**src/mem_xbar_pkg.sv**
```systemverilog
package mem_xbar_pkg;

  // Message widths
  localparam int ADDR_W    = 40;
  localparam int DATA_W    = 64;
  localparam int NUM_PORTS = 3;
  localparam int SRC_W     = 2;

  // Local memory map
  localparam logic [ADDR_W-1:0] DRAM_BASE = 40'h00_8000_0000;

  // Device field of a local address
  localparam int DEV_LSB = 20;
  localparam int DEV_W   = 4;

  localparam logic [DEV_W-1:0] DEV_BOOT = 4'd0;
  localparam logic [DEV_W-1:0] DEV_HOST = 4'd1;
  localparam logic [DEV_W-1:0] DEV_CFG  = 4'd2;

  // Register index inside the configuration block, 8 bytes per register
  localparam int CFG_REG_LSB  = 3;
  localparam int CFG_IDX_W    = 2;
  localparam int CFG_NUM_REGS = 4;

  // Message opcode
  typedef enum logic
  {
    OP_RD = 1'b0,
    OP_WR = 1'b1
  } mem_op_e;

  // Decoded destination of a command
  typedef enum logic [1:0]
  {
    DEST_CFG  = 2'd0,
    DEST_IO   = 2'd1,
    DEST_MEM  = 2'd2,
    DEST_LOOP = 2'd3
  } dest_e;

endpackage

```
**src/two_entry_fifo.sv**
```systemverilog
`timescale 1ns/1ps

module two_entry_fifo
  import mem_xbar_pkg::*;
  (  input                      clk_i
   , input                      rst_n_i

   , input                      in_v_i
   , output logic               in_ready_o
   , input  mem_op_e            in_op_i
   , input  [ADDR_W-1:0]        in_addr_i
   , input  [DATA_W-1:0]        in_data_i
   , input  [SRC_W-1:0]         in_src_i

   , output logic               out_v_o
   , input                      out_yumi_i
   , output mem_op_e            out_op_o
   , output logic [ADDR_W-1:0]  out_addr_o
   , output logic [DATA_W-1:0]  out_data_o
   , output logic [SRC_W-1:0]   out_src_o
   );

  mem_op_e           slot_op_q   [2];
  logic [ADDR_W-1:0] slot_addr_q [2];
  logic [DATA_W-1:0] slot_data_q [2];
  logic [SRC_W-1:0]  slot_src_q  [2];

  logic wr_ptr_q, rd_ptr_q;
  logic full_q, empty_q;
  logic enq, deq;

  assign in_ready_o = ~full_q;
  assign out_v_o    = ~empty_q;

  assign enq = in_v_i & ~full_q;
  assign deq = out_yumi_i & ~empty_q;

  assign out_op_o   = slot_op_q[rd_ptr_q];
  assign out_addr_o = slot_addr_q[rd_ptr_q];
  assign out_data_o = slot_data_q[rd_ptr_q];
  assign out_src_o  = slot_src_q[rd_ptr_q];

  always_ff @(posedge clk_i or negedge rst_n_i)
  begin
    if (!rst_n_i)
    begin
      wr_ptr_q <= 1'b0;
      rd_ptr_q <= 1'b0;
      full_q   <= 1'b0;
      empty_q  <= 1'b1;
    end
    else
    begin
      if (enq)
        wr_ptr_q <= ~wr_ptr_q;
      if (deq)
        rd_ptr_q <= ~rd_ptr_q;
      // Occupancy only moves when exactly one side transfers
      if (enq && !deq)
      begin
        empty_q <= 1'b0;
        full_q  <= (wr_ptr_q != rd_ptr_q);
      end
      else if (deq && !enq)
      begin
        full_q  <= 1'b0;
        empty_q <= (rd_ptr_q != wr_ptr_q);
      end
    end
  end

  always_ff @(posedge clk_i)
  begin
    if (enq)
    begin
      slot_op_q[wr_ptr_q]   <= in_op_i;
      slot_addr_q[wr_ptr_q] <= in_addr_i;
      slot_data_q[wr_ptr_q] <= in_data_i;
      slot_src_q[wr_ptr_q]  <= in_src_i;
    end
  end

endmodule

```
**src/cmd_dispatch.sv**
```systemverilog
`timescale 1ns/1ps

module cmd_dispatch
  import mem_xbar_pkg::*;
  (  input  [NUM_PORTS-1:0]              head_v_i
   , input  mem_op_e [NUM_PORTS-1:0]     head_op_i
   , input  [NUM_PORTS-1:0][ADDR_W-1:0]  head_addr_i
   , input  [NUM_PORTS-1:0][DATA_W-1:0]  head_data_i

   , input                               cfg_ready_i
   , input                               loop_ready_i
   , input                               io_ready_i
   , input                               mem_ready_i

   , output logic [NUM_PORTS-1:0]        grant_o

   , output mem_op_e                     cmd_op_o
   , output logic [ADDR_W-1:0]           cmd_addr_o
   , output logic [DATA_W-1:0]           cmd_data_o
   , output logic [SRC_W-1:0]            cmd_src_o

   , output logic                        cfg_v_o
   , output logic                        loop_v_o
   , output logic                        io_v_o
   , output logic                        mem_v_o
   );

  logic              all_ready;
  logic              any_grant;
  logic [SRC_W-1:0]  sel_idx;
  logic [DEV_W-1:0]  dev_code;
  dest_e             dest;

  // A single stalled destination holds back every port
  assign all_ready = cfg_ready_i & loop_ready_i & io_ready_i & mem_ready_i;

  // Lowest index wins, so scan from the top down
  always_comb
  begin
    sel_idx = '0;
    for (int p = NUM_PORTS - 1; p >= 0; p--)
    begin
      if (head_v_i[p])
        sel_idx = SRC_W'(p);
    end
  end

  always_comb
  begin
    grant_o = '0;
    if ((|head_v_i) && all_ready)
      grant_o[sel_idx] = 1'b1;
  end

  assign any_grant = |grant_o;

  assign cmd_op_o   = head_op_i[sel_idx];
  assign cmd_addr_o = head_addr_i[sel_idx];
  assign cmd_data_o = head_data_i[sel_idx];
  assign cmd_src_o  = sel_idx;

  // Local memory map
  assign dev_code = cmd_addr_o[DEV_LSB +: DEV_W];

  always_comb
  begin
    if (cmd_addr_o >= DRAM_BASE)
      dest = DEST_MEM;
    else if (dev_code == DEV_CFG)
      dest = DEST_CFG;
    else if ((dev_code == DEV_BOOT) || (dev_code == DEV_HOST))
      dest = DEST_IO;
    else
      dest = DEST_LOOP;
  end

  assign cfg_v_o  = any_grant & (dest == DEST_CFG);
  assign io_v_o   = any_grant & (dest == DEST_IO);
  assign mem_v_o  = any_grant & (dest == DEST_MEM);
  assign loop_v_o = any_grant & (dest == DEST_LOOP);

endmodule

```
**src/resp_router.sv**
```systemverilog
`timescale 1ns/1ps

module resp_router
  import mem_xbar_pkg::*;
  (  input                        cfg_v_i
   , input  mem_op_e              cfg_op_i
   , input  [ADDR_W-1:0]          cfg_addr_i
   , input  [DATA_W-1:0]          cfg_data_i
   , input  [SRC_W-1:0]           cfg_src_i
   , output logic                 cfg_yumi_o

   , input                        io_v_i
   , input  mem_op_e              io_op_i
   , input  [ADDR_W-1:0]          io_addr_i
   , input  [DATA_W-1:0]          io_data_i
   , input  [SRC_W-1:0]           io_src_i
   , output logic                 io_yumi_o

   , input                        mem_v_i
   , input  mem_op_e              mem_op_i
   , input  [ADDR_W-1:0]          mem_addr_i
   , input  [DATA_W-1:0]          mem_data_i
   , input  [SRC_W-1:0]           mem_src_i
   , output logic                 mem_yumi_o

   , input                        loop_v_i
   , input  mem_op_e              loop_op_i
   , input  [ADDR_W-1:0]          loop_addr_i
   , input  [DATA_W-1:0]          loop_data_i
   , input  [SRC_W-1:0]           loop_src_i
   , output logic                 loop_yumi_o

   , input  [NUM_PORTS-1:0]       q_ready_i
   , output logic [NUM_PORTS-1:0] q_v_o
   , output mem_op_e              resp_op_o
   , output logic [ADDR_W-1:0]    resp_addr_o
   , output logic [DATA_W-1:0]    resp_data_o
   );

  logic             all_ready;
  logic             any_yumi;
  logic [SRC_W-1:0] resp_src;

  // Wait for room in every queue, whichever one the response targets
  assign all_ready = &q_ready_i;

  assign cfg_yumi_o  = all_ready & cfg_v_i;
  assign io_yumi_o   = all_ready & io_v_i & ~cfg_v_i;
  assign mem_yumi_o  = all_ready & mem_v_i & ~cfg_v_i & ~io_v_i;
  assign loop_yumi_o = all_ready & loop_v_i & ~cfg_v_i & ~io_v_i & ~mem_v_i;

  assign any_yumi = cfg_yumi_o | io_yumi_o | mem_yumi_o | loop_yumi_o;

  always_comb
  begin
    if (cfg_v_i)
      {resp_op_o, resp_addr_o, resp_data_o, resp_src} = {cfg_op_i, cfg_addr_i, cfg_data_i, cfg_src_i};
    else if (io_v_i)
      {resp_op_o, resp_addr_o, resp_data_o, resp_src} = {io_op_i, io_addr_i, io_data_i, io_src_i};
    else if (mem_v_i)
      {resp_op_o, resp_addr_o, resp_data_o, resp_src} = {mem_op_i, mem_addr_i, mem_data_i, mem_src_i};
    else
      {resp_op_o, resp_addr_o, resp_data_o, resp_src} =
        {loop_op_i, loop_addr_i, loop_data_i, loop_src_i};
  end

  // Steer back to the issuing port
  for (genvar i = 0; i < NUM_PORTS; i++)
  begin : steer
    assign q_v_o[i] = any_yumi & (resp_src == SRC_W'(i));
  end

endmodule

```
**src/cfg_regs.sv**
```systemverilog
`timescale 1ns/1ps

module cfg_regs
  import mem_xbar_pkg::*;
  (  input                      clk_i
   , input                      rst_n_i

   , input                      cmd_v_i
   , output logic               cmd_ready_o
   , input  mem_op_e            cmd_op_i
   , input  [ADDR_W-1:0]        cmd_addr_i
   , input  [DATA_W-1:0]        cmd_data_i
   , input  [SRC_W-1:0]         cmd_src_i

   , output logic               resp_v_o
   , input                      resp_yumi_i
   , output mem_op_e            resp_op_o
   , output logic [ADDR_W-1:0]  resp_addr_o
   , output logic [DATA_W-1:0]  resp_data_o
   , output logic [SRC_W-1:0]   resp_src_o
   );

  logic [DATA_W-1:0]    regs_q [CFG_NUM_REGS];
  logic [CFG_IDX_W-1:0] reg_idx;
  logic                 accept;

  assign reg_idx     = cmd_addr_i[CFG_REG_LSB +: CFG_IDX_W];
  assign cmd_ready_o = ~resp_v_o;
  assign accept      = cmd_v_i & cmd_ready_o;

  always_ff @(posedge clk_i or negedge rst_n_i)
  begin
    if (!rst_n_i)
    begin
      resp_v_o <= 1'b0;
      for (int r = 0; r < CFG_NUM_REGS; r++)
        regs_q[r] <= '0;
    end
    else
    begin
      if (accept)
        resp_v_o <= 1'b1;
      else if (resp_yumi_i)
        resp_v_o <= 1'b0;
      if (accept && (cmd_op_i == OP_WR))
        regs_q[reg_idx] <= cmd_data_i;
    end
  end

  // Write acks carry zero data
  always_ff @(posedge clk_i)
  begin
    if (accept)
    begin
      resp_op_o   <= cmd_op_i;
      resp_addr_o <= cmd_addr_i;
      resp_src_o  <= cmd_src_i;
      resp_data_o <= (cmd_op_i == OP_RD) ? regs_q[reg_idx] : '0;
    end
  end

endmodule

```
**src/loopback_dev.sv**
```systemverilog
`timescale 1ns/1ps

module loopback_dev
  import mem_xbar_pkg::*;
  (  input                      clk_i
   , input                      rst_n_i

   , input                      cmd_v_i
   , output logic               cmd_ready_o
   , input  mem_op_e            cmd_op_i
   , input  [ADDR_W-1:0]        cmd_addr_i
   , input  [DATA_W-1:0]        cmd_data_i
   , input  [SRC_W-1:0]         cmd_src_i

   , output logic               resp_v_o
   , input                      resp_yumi_i
   , output mem_op_e            resp_op_o
   , output logic [ADDR_W-1:0]  resp_addr_o
   , output logic [DATA_W-1:0]  resp_data_o
   , output logic [SRC_W-1:0]   resp_src_o
   );

  logic accept;

  assign cmd_ready_o = ~resp_v_o;
  assign accept      = cmd_v_i & cmd_ready_o;

  always_ff @(posedge clk_i or negedge rst_n_i)
  begin
    if (!rst_n_i)
      resp_v_o <= 1'b0;
    else if (accept)
      resp_v_o <= 1'b1;
    else if (resp_yumi_i)
      resp_v_o <= 1'b0;
  end

  // Unmapped space reads as zero and swallows writes
  assign resp_data_o = '0;

  always_ff @(posedge clk_i)
  begin
    if (accept)
    begin
      resp_op_o   <= cmd_op_i;
      resp_addr_o <= cmd_addr_i;
      resp_src_o  <= cmd_src_i;
    end
  end

endmodule

```
**src/mem_xbar_top.sv**
```systemverilog
`timescale 1ns/1ps

module mem_xbar_top
  import mem_xbar_pkg::*;
  (  input                                     clk_i
   , input                                     rst_n_i

   // Requester ports
   , input  [NUM_PORTS-1:0]                    req_cmd_v_i
   , output logic [NUM_PORTS-1:0]              req_cmd_ready_o
   , input  mem_op_e [NUM_PORTS-1:0]           req_cmd_op_i
   , input  [NUM_PORTS-1:0][ADDR_W-1:0]        req_cmd_addr_i
   , input  [NUM_PORTS-1:0][DATA_W-1:0]        req_cmd_data_i

   , output logic [NUM_PORTS-1:0]              req_resp_v_o
   , input  [NUM_PORTS-1:0]                    req_resp_yumi_i
   , output mem_op_e [NUM_PORTS-1:0]           req_resp_op_o
   , output logic [NUM_PORTS-1:0][ADDR_W-1:0]  req_resp_addr_o
   , output logic [NUM_PORTS-1:0][DATA_W-1:0]  req_resp_data_o

   // Outgoing I/O
   , output logic                              io_cmd_v_o
   , input                                     io_cmd_ready_i
   , output mem_op_e                           io_cmd_op_o
   , output logic [ADDR_W-1:0]                 io_cmd_addr_o
   , output logic [DATA_W-1:0]                 io_cmd_data_o
   , output logic [SRC_W-1:0]                  io_cmd_src_o

   , input                                     io_resp_v_i
   , output logic                              io_resp_yumi_o
   , input  mem_op_e                           io_resp_op_i
   , input  [ADDR_W-1:0]                       io_resp_addr_i
   , input  [DATA_W-1:0]                       io_resp_data_i
   , input  [SRC_W-1:0]                        io_resp_src_i

   // Main memory
   , output logic                              mem_cmd_v_o
   , input                                     mem_cmd_ready_i
   , output mem_op_e                           mem_cmd_op_o
   , output logic [ADDR_W-1:0]                 mem_cmd_addr_o
   , output logic [DATA_W-1:0]                 mem_cmd_data_o
   , output logic [SRC_W-1:0]                  mem_cmd_src_o

   , input                                     mem_resp_v_i
   , output logic                              mem_resp_yumi_o
   , input  mem_op_e                           mem_resp_op_i
   , input  [ADDR_W-1:0]                       mem_resp_addr_i
   , input  [DATA_W-1:0]                       mem_resp_data_i
   , input  [SRC_W-1:0]                        mem_resp_src_i
   );

  // Queue heads toward the dispatcher
  logic [NUM_PORTS-1:0]             head_v, head_yumi;
  mem_op_e [NUM_PORTS-1:0]          head_op;
  logic [NUM_PORTS-1:0][ADDR_W-1:0] head_addr;
  logic [NUM_PORTS-1:0][DATA_W-1:0] head_data;

  // Routed response toward the response queues
  logic [NUM_PORTS-1:0] rq_v, rq_ready;
  mem_op_e              rq_op;
  logic [ADDR_W-1:0]    rq_addr;
  logic [DATA_W-1:0]    rq_data;

  // Dispatched command, broadcast to every device
  mem_op_e           cmd_op;
  logic [ADDR_W-1:0] cmd_addr;
  logic [DATA_W-1:0] cmd_data;
  logic [SRC_W-1:0]  cmd_src;

  logic cfg_cmd_v, cfg_cmd_ready, loop_cmd_v, loop_cmd_ready;

  logic              cfg_resp_v, cfg_resp_yumi;
  mem_op_e           cfg_resp_op;
  logic [ADDR_W-1:0] cfg_resp_addr;
  logic [DATA_W-1:0] cfg_resp_data;
  logic [SRC_W-1:0]  cfg_resp_src;

  logic              loop_resp_v, loop_resp_yumi;
  mem_op_e           loop_resp_op;
  logic [ADDR_W-1:0] loop_resp_addr;
  logic [DATA_W-1:0] loop_resp_data;
  logic [SRC_W-1:0]  loop_resp_src;

  for (genvar i = 0; i < NUM_PORTS; i++)
  begin : fifo
    two_entry_fifo cmd_fifo
      (.clk_i      (clk_i)
      ,.rst_n_i    (rst_n_i)
      ,.in_v_i     (req_cmd_v_i[i])
      ,.in_ready_o (req_cmd_ready_o[i])
      ,.in_op_i    (req_cmd_op_i[i])
      ,.in_addr_i  (req_cmd_addr_i[i])
      ,.in_data_i  (req_cmd_data_i[i])
      ,.in_src_i   (SRC_W'(i))
      ,.out_v_o    (head_v[i])
      ,.out_yumi_i (head_yumi[i])
      ,.out_op_o   (head_op[i])
      ,.out_addr_o (head_addr[i])
      ,.out_data_o (head_data[i])
      ,.out_src_o  ()
      );

    two_entry_fifo resp_fifo
      (.clk_i      (clk_i)
      ,.rst_n_i    (rst_n_i)
      ,.in_v_i     (rq_v[i])
      ,.in_ready_o (rq_ready[i])
      ,.in_op_i    (rq_op)
      ,.in_addr_i  (rq_addr)
      ,.in_data_i  (rq_data)
      ,.in_src_i   (SRC_W'(i))
      ,.out_v_o    (req_resp_v_o[i])
      ,.out_yumi_i (req_resp_yumi_i[i])
      ,.out_op_o   (req_resp_op_o[i])
      ,.out_addr_o (req_resp_addr_o[i])
      ,.out_data_o (req_resp_data_o[i])
      ,.out_src_o  ()
      );
  end

  cmd_dispatch dispatch
    (.head_v_i     (head_v)
    ,.head_op_i    (head_op)
    ,.head_addr_i  (head_addr)
    ,.head_data_i  (head_data)
    ,.cfg_ready_i  (cfg_cmd_ready)
    ,.loop_ready_i (loop_cmd_ready)
    ,.io_ready_i   (io_cmd_ready_i)
    ,.mem_ready_i  (mem_cmd_ready_i)
    ,.grant_o      (head_yumi)
    ,.cmd_op_o     (cmd_op)
    ,.cmd_addr_o   (cmd_addr)
    ,.cmd_data_o   (cmd_data)
    ,.cmd_src_o    (cmd_src)
    ,.cfg_v_o      (cfg_cmd_v)
    ,.loop_v_o     (loop_cmd_v)
    ,.io_v_o       (io_cmd_v_o)
    ,.mem_v_o      (mem_cmd_v_o)
    );

  assign {io_cmd_op_o, io_cmd_addr_o, io_cmd_data_o, io_cmd_src_o} =
    {cmd_op, cmd_addr, cmd_data, cmd_src};
  assign {mem_cmd_op_o, mem_cmd_addr_o, mem_cmd_data_o, mem_cmd_src_o} =
    {cmd_op, cmd_addr, cmd_data, cmd_src};

  cfg_regs cfg
    (.clk_i       (clk_i)
    ,.rst_n_i     (rst_n_i)
    ,.cmd_v_i     (cfg_cmd_v)
    ,.cmd_ready_o (cfg_cmd_ready)
    ,.cmd_op_i    (cmd_op)
    ,.cmd_addr_i  (cmd_addr)
    ,.cmd_data_i  (cmd_data)
    ,.cmd_src_i   (cmd_src)
    ,.resp_v_o    (cfg_resp_v)
    ,.resp_yumi_i (cfg_resp_yumi)
    ,.resp_op_o   (cfg_resp_op)
    ,.resp_addr_o (cfg_resp_addr)
    ,.resp_data_o (cfg_resp_data)
    ,.resp_src_o  (cfg_resp_src)
    );

  loopback_dev loopback
    (.clk_i       (clk_i)
    ,.rst_n_i     (rst_n_i)
    ,.cmd_v_i     (loop_cmd_v)
    ,.cmd_ready_o (loop_cmd_ready)
    ,.cmd_op_i    (cmd_op)
    ,.cmd_addr_i  (cmd_addr)
    ,.cmd_data_i  (cmd_data)
    ,.cmd_src_i   (cmd_src)
    ,.resp_v_o    (loop_resp_v)
    ,.resp_yumi_i (loop_resp_yumi)
    ,.resp_op_o   (loop_resp_op)
    ,.resp_addr_o (loop_resp_addr)
    ,.resp_data_o (loop_resp_data)
    ,.resp_src_o  (loop_resp_src)
    );

  resp_router router
    (.cfg_v_i     (cfg_resp_v)
    ,.cfg_op_i    (cfg_resp_op)
    ,.cfg_addr_i  (cfg_resp_addr)
    ,.cfg_data_i  (cfg_resp_data)
    ,.cfg_src_i   (cfg_resp_src)
    ,.cfg_yumi_o  (cfg_resp_yumi)
    ,.io_v_i      (io_resp_v_i)
    ,.io_op_i     (io_resp_op_i)
    ,.io_addr_i   (io_resp_addr_i)
    ,.io_data_i   (io_resp_data_i)
    ,.io_src_i    (io_resp_src_i)
    ,.io_yumi_o   (io_resp_yumi_o)
    ,.mem_v_i     (mem_resp_v_i)
    ,.mem_op_i    (mem_resp_op_i)
    ,.mem_addr_i  (mem_resp_addr_i)
    ,.mem_data_i  (mem_resp_data_i)
    ,.mem_src_i   (mem_resp_src_i)
    ,.mem_yumi_o  (mem_resp_yumi_o)
    ,.loop_v_i    (loop_resp_v)
    ,.loop_op_i   (loop_resp_op)
    ,.loop_addr_i (loop_resp_addr)
    ,.loop_data_i (loop_resp_data)
    ,.loop_src_i  (loop_resp_src)
    ,.loop_yumi_o (loop_resp_yumi)
    ,.q_ready_i   (rq_ready)
    ,.q_v_o       (rq_v)
    ,.resp_op_o   (rq_op)
    ,.resp_addr_o (rq_addr)
    ,.resp_data_o (rq_data)
    );

endmodule

```
**config.mk**
```make
export PLATFORM = sky130hd
export DESIGN_NAME = mem_xbar_top
export DESIGN_NICKNAME = d
export VERILOG_FILES = /design/src/mem_xbar_pkg.sv /design/src/two_entry_fifo.sv /design/src/cmd_dispatch.sv /design/src/resp_router.sv /design/src/cfg_regs.sv /design/src/loopback_dev.sv /design/src/mem_xbar_top.sv
export SDC_FILE = /design/constraint.sdc
export NUM_CORES = 2
export LEC_CHECK = 0
export BUFFER_PORTS_ARGS = -buffer_cell sky130_fd_sc_hd__buf_2
export CAP_MARGIN = 15
export CORE_AREA = 5 5 417 419
export DETAILED_ROUTE_END_ITERATION = 8
export DIE_AREA = 0 0 422 424
export PLACE_DENSITY = 0.59
export SETUP_SLACK_MARGIN = 0.5
export SLEW_MARGIN = 20
export SYNTH_ARGS = -nofsm -noshare
export SYNTH_HDL_FRONTEND = slang
export SYNTH_SLANG_ARGS = --single-unit
```
**constraint.sdc**
```tcl
create_clock -name clk_i -period 12 [get_ports clk_i]
set_input_delay 0.6 -clock clk_i [delete_from_list [all_inputs] [get_ports clk_i]]
set_output_delay 0.6 -clock clk_i [all_outputs]
set_load 0.005 [all_outputs]
```
; After elaboration in Yosys (flattened, before gate mapping)
; Memory sizes are Yosys's and may differ from the RTL's.
; Cells that the tools add are included.
[op_classes]
reduce_logical = 43
bitwise = 66
mux = 73
n_eq_ne = 19
magnitude_cmp = 5
[op_table]
columns = cell, n
row1 = $mux 64, 7
row2 = $bmux 64 s2, 2
row3 = $bwmux 256, 1
row4 = $mux 40, 4
row5 = $demux 64 s2, 1
row6 = $bmux 40 s2, 1
row7 = $mux 1, 45
row8 = $ge 40x32->1 const B, 1
row9 = $and 1x1->1, 34
row10 = $not 1->1, 28
row11 = $mux 2, 9
row12 = $logic_and 1x1->1, 16
row13 = $reduce_bool 2->1, 8
row14 = $logic_not 1->1, 12
row15 = $ne 1x1->1, 12
row16 = $eq 2x2->1 const B, 3
row17 = $reduce_or 3->1, 2
row18 = $eq 2x1->1 const B, 2
row19 = $eq 4x1->1 const B, 1
row20 = $eq 4x2->1 const B, 1
row21 = $logic_not 2->1, 2
row22 = $logic_not 4->1, 1
row23 = $ge 3x3->1 const B, 1
row24 = $lt 2x3->1 const B, 1
row25 = other kinds (9), 11
[word_totals]
in_bits = 541
out_inout_bits = 539
ramBits = 1260
elab_cells = 261
register_bits = 432
memories = 18
[memory_table]
columns = memory, words, word_bits, read_ports, rd_clocked_by_memory_dff, wr, line
row1 = fifo[0].cmd_fifo.slot_data_q, 2, 64, 1, 0, 1, two_entry_fifo.sv:25  ; logic [DATA_W-1:0] slot_data_q [2];
row2 = fifo[0].resp_fifo.slot_data_q, 2, 64, 1, 0, 1, two_entry_fifo.sv:25
row3 = fifo[1].cmd_fifo.slot_data_q, 2, 64, 1, 0, 1, two_entry_fifo.sv:25
row4 = fifo[1].resp_fifo.slot_data_q, 2, 64, 1, 0, 1, two_entry_fifo.sv:25
row5 = fifo[2].cmd_fifo.slot_data_q, 2, 64, 1, 0, 1, two_entry_fifo.sv:25
row6 = fifo[2].resp_fifo.slot_data_q, 2, 64, 1, 0, 1, two_entry_fifo.sv:25
row7 = +12 memories, --, --, --, --, --, --

; Logic depth before layout (Yosys ltp)
[logic_depth]
ltp_word = 14
mapped_depth = 12
ltp_nobuf = 8

; By module
; From an unflattened synthesis, not the netlist that was laid out.
[hier_totals]
hier_cells = 4008
area_unflattened_um2 = 71239.6
[modules_own_cells]
columns = mod, area_each_um2, cells_per_inst, instances
row1 = two_entry_fifo, 7947.6, 353, 6
row2 = cfg_regs, 15005.6, 805, 1
row3 = resp_router, 3647.2, 488, 1
row4 = cmd_dispatch, 2269.7, 376, 1
row5 = loopback_dev, 1820.5, 112, 1
row6 = mem_xbar_top, 810.8, 109, 1

; Worst setup path after synthesis
; OpenSTA, ideal clock, no wires.
[synth_path]
path_kind = in2reg
from = input mem_resp_v_i
to = memory fifo[0].resp_fifo.slot_addr_q[0][0], enable pin
cell_stages = 6
path_slack_ns = 2.509
arrival_time_ns = 8.794
n_path_buf = 1
cell_sequence = clkbuf_1 > nor2b_1 > a22oi_1 > o21ai_0 > or3b_2 > nor3_1
[synth_between]
elab_chain_cells = 9
word_cells_on_any_way = 15
classes_between = mux (5) / bitwise (9) / reduce/logical (1)
[synth_rtl]
columns = element, line
row1 = start: declaration, mem_xbar_top.sv:44  ; , input mem_resp_v_i
row2 = $and 1x1->1 (3 in a row), resp_router.sv:49  ; assign mem_yumi_o = all_ready & mem_v_i & ~cfg_v_i & ~io_v_i;
row3 = $or 1x1->1 (2 in a row), resp_router.sv:52  ; assign any_yumi = cfg_yumi_o | io_yumi_o | mem_yumi_o | loop_yumi_o;
row4 = $and 1x1->1 *, resp_router.sv:70  ; assign q_v_o[i] = any_yumi & (resp_src == SRC_W'(i));
row5 = $and 1x1->1 *, two_entry_fifo.sv:35  ; assign enq = in_v_i & ~full_q;
row6 = $mux 1 *, --
row7 = $mux 1 (implied by the code) *, two_entry_fifo.sv:77  ; slot_addr_q[wr_ptr_q] <= in_addr_i;
row8 = end: declaration, two_entry_fifo.sv:24  ; logic [ADDR_W-1:0] slot_addr_q [2];
; Mark *: on every way between the ends. The rest lies on a longest branch, timed or not.

; Final worst setup path
[layout_path]
from = register fifo[1].cmd_fifo.empty_q
to = output io_cmd_data_o[19]
[layout_between]
elab_chain_cells = 4
[layout_rtl]
columns = element, line
row1 = start: declaration, two_entry_fifo.sv:29  ; logic full_q, empty_q;
row2 = start signal: assignment, two_entry_fifo.sv:67  ; empty_q <= (rd_ptr_q != wr_ptr_q);
row3 = $mux 2 (2 in a row), cmd_dispatch.sv:43  ; if (head_v_i[p])
row4 = $bmux 64 s2, cmd_dispatch.sv:59  ; assign cmd_data_o = head_data_i[sel_idx];
row5 = $mux 64 (implied by the code), cmd_dispatch.sv:59
row6 = end: declaration, mem_xbar_top.sv:26  ; , output logic [DATA_W-1:0] io_cmd_data_o
; Every way passes these cells. The select of a mux whose other input is x is not followed.

==> flow_summary_export.csv <==
group,metric,value,unit
routing,vias,40014,
global_route,grt.overflow.total,0,
clocking,path_clk_slew,0.06,ns
synth,synth-xor-area-share,0.234,%
worst_setup_path,required,11.40,ns
finish,layout_common_cells,"edfxtp_1 (1,410), buf_2 (1,077), mux2_2 (526)",
clocking,cts_buffers,180,
worst_setup_path,critPathTopFamily,"buffers and inverters",
worst_setup_path,path_class,"reg2out",
routing,drtIter0Drc,3530,
worst_setup_path,crit_chain,"nand2b_4, clkinv_2, buf_4, nand2_1, a21oi_1, a21oi_1, buf_2",
clocking,cts.path.max_buffers,3,
floorplanning,initial_utilization,39.6,%
global_route,antenna_found_initial,35,
synth,ys_seq_elements,1692,
run_status,outcome,"finished, final reports clean",
global_route,grt_use_total,23.4,%
finish,fillers,14365,
routing,vias_per_cell,5.26,
placement,gp_congestion,0.946,
global_route,grt_pass1_wl,301000,um
synth,yosysWarnings,0,
worst_setup_path,path_buf_inv,3,
synth,synth-simple-area-share,2.70,%
timing,setup_viol_count_final,0,
synth,synth_top_area_share,62.9,%
clocking,cts_tree,"built",
timing,fin_crit_sh,51.6,%
floorplanning,die_w,422,um
synth,synthTopCellsByArea,"edfxtp_1 (63%), dfrtp_1 (10%), mux2_2 (8.8%), mux2i_1 (4.3%), mux4_2 (2.1%)",
power_and_ir_drop,ir_worst_vdd,0.000159,V
routing,wire_per_inst,28.3,um
power_and_ir_drop,p_total,0.0190,W
synth,syn_area_per_cell,17.3,um^2
worst_setup_path,path_depth,7,
power_and_ir_drop,p_per_area,229,mW/mm^2
synth,ys_types,50,
worst_setup_path,critPathArrivalTime,5.59,ns
synth,syn_inst,3897,
timing,fin_tns_setup,0,ns
synth,ys_async_sr_fraction,16.7,%
min_path,hold_class,"in2reg",
clocking,clock_sinks,1692,
global_route,grt_max_degree,167,
worst_setup_path,cp_common_cell,"a21oi_1",
timing,slew_viol_final,0,
worst_setup_path,cp_slowest_stage_delay,1.06,ns
timing,hold_ws,0.165,ns
synth,yosys.area_share.adder,0.111,%
finish,syn_to_final_growth,23.4,%
worst_setup_path,start_kind,"register",
routing,drt_wl_total,215000,um
worst_setup_path,cpMaxStageDelayCell,"clkinv_2",
timing,max_freq,161,MHz
synth,synth-main-ff-cell,"edfxtp_1",
synth,synth_top_family_by_area,"multiplexers",
floorplanning,core_area,0.170,mm^2
routing,drc_errors,0,
synth,netlist_area,0.0673,mm^2
clocking,hold_buffers,315,
floorplanning,die_area,0.179,mm^2
power_and_ir_drop,p_leak,32.2,nW
timing,hold_viol_final,0,
floorplanning,rows,152,
worst_setup_path,crit_fanout,53,
timing,fin_crit,6.19,ns
synth,synth_compound_area_share,4.23,%
synth,synth_edf_count,1410,
worst_setup_path,rr_worst_depth,8,
clocking,ctsResizeCount,0,
timing,clock_skew,0.0182,ns
synth,synth_area_leader_cell,"edfxtp_1",
synth,synth-seq-area-share,73.4,%
routing,first_pass_iters,7,
synth,synth_fp_nets,4444,
worst_setup_path,cp-end-kind,"output pin",
clocking,postCtsSetupBuffers,0,
floorplanning,pin_count,1080,
min_path,min_path_cells,1,
finish,fin_nets,5757,
floorplanning,dieHeight,424,um
finish,layout-drive-gt1-share,38.1,%
routing,ant_nets,0,
synth,synth_mux_area_share,16.5,%
flow_run,drv_cap,0,
clocking,htree_levels,4,
finish,final_common_cell,"edfxtp_1",
clocking,clock_latency,0.82,ns
global_route,grt_pass1_vias,39743,
clocking,root_buffer,"clkbuf_16",
timing,relSlewSlack,20.3,%
placement,place_hpwl,149000,um
placement,portBuffers,1079,
timing,rsz0062_at_grt,"no",
timing,tightestPinTransition,1.20,ns
-- logic make-up (layout without fill, tap and decap cells) --
kind of cell / after synthesis / after routing
AOI/OAI and AO/OA: 482 / 482
other: 0 / 33
and+or+nand+nor: 402 / 402
xor gates and xnor gates: 18 / 18
buffers and inverters: 343 / 1794
adders and majority gates: 6 / 6
DFF: 1692 / 1692
muxes: 954 / 954
-- metrics by stage --
step           cell area (um^2)  std cells  util (%)  setup WS, ns
3_3_place_gp              74300       6945      43.7          6.25
6_report                  83100       7614      48.8          5.81
3_5_place_dp              74400       6945      43.7          6.18
5_1_grt                   83000       7588      48.8          5.61
4_1_cts                   83000       7580      48.7          5.77
2_1_floorplan             67300       3897         -          2.51
-- worst paths after layout --
kind | start | endpoint | slack, ns
max | fifo[1].cmd_fifo.empty_q | io_cmd_data_o[19] | 5.81
min | req_cmd_addr_i[41] | fifo[1].cmd_fifo.slot_addr_q[1][1] | 0.16
max reg2reg | fifo[1].cmd_fifo.empty_q | cfg.regs_q[99] | 6.17
min reg2reg | cfg.regs_q[96] | cfg.regs_q[96] | 0.48
max in group asynchronous | rst_n_i | fifo[1].cmd_fifo.rd_ptr_q | 9.91
min in group asynchronous | rst_n_i | cfg.regs_q[176] | 0.44
-- registers in the layout, indices dropped and copies added (netlist names), 2 cells and up --
signal and count:
fifo.resp_fifo.rd_ptr_q 3, fifo.cmd_fifo.slot_data_q 384, fifo.cmd_fifo.empty_q 3, fifo.cmd_fifo.slot_op_q 6, cfg.resp_addr_o 40, fifo.resp_fifo.empty_q 3
loopback.resp_src_o 2, cfg.resp_data_o 64, fifo.resp_fifo.slot_data_q 384, fifo.resp_fifo.slot_addr_q 240, fifo.resp_fifo.full_q 3, cfg.regs_q 256
fifo.resp_fifo.slot_op_q 6, fifo.cmd_fifo.rd_ptr_q 3, cfg.resp_src_o 2, fifo.cmd_fifo.slot_addr_q 240, fifo.resp_fifo.wr_ptr_q 3, loopback.resp_addr_o 40
fifo.cmd_fifo.wr_ptr_q 3, fifo.cmd_fifo.full_q 3
-- layout make-up --
type / instances / area, um^2 / share of cell area (%)
flip-flops and latches: 1692 / 49400 / 59.5
multi-input cells: 1862 / 16100 / 19.4
repair buffers: 1466 / 9120 / 11.0
clock buffers: 224 / 4740 / 5.71
well taps: 2233 / 2790 / 3.36
clock inverters: 96 / 723 / 0.871
diodes: 33 / 82.6 / 0.0994
inverters: 8 / 31.3 / 0.0377
-- routing by layer --
metal  routed length [um]  share of wire (%)  vias up  GRT usage (%)
met2               101000                 47     1492           37.1
met5                   55              0.026        -              0
li1                     -                  -    17501              -
met4                 7210                3.3        8           7.74
met3                12900                6.0      305           4.31
met1                94200                 44    20708           32.9
-- Yosys cell counts, types with 2 or more instances --
cell         n
buf_4      127
a211oi_1     2
nand2b_1     7
a21oi_1    183
a22oi_1    154
clkbuf_1   134
nor3b_1      4
buf_1       31
o21ai_0    128
buf_6       17
mux4_2      64
inv_1        7
dfrtp_1    276
nor2b_1     77
dfstp_2      6
nand4_1      2
nor3_1       3
mux2_1      75
o31ai_1      7
and2_1       7
nand2_1    282
nor4_1       3
xor2_1       6
xnor2_1     12
nor2_1       7
edfxtp_1  1410
buf_2       25
mux2_2     526
mux2i_1    289
ha_1         6
-- where the power goes --
| group | internal (W) | leakage (nW) | switching [W] |
|---|---|---|---|
| sequential | 0.00749 | 17.1 | 0.000397 |
| combinational | 0.00212 | 12.4 | 0.00380 |
| clock | 0.00295 | 2.68 | 0.00227 |
Power figures use the tool's default switching activity.
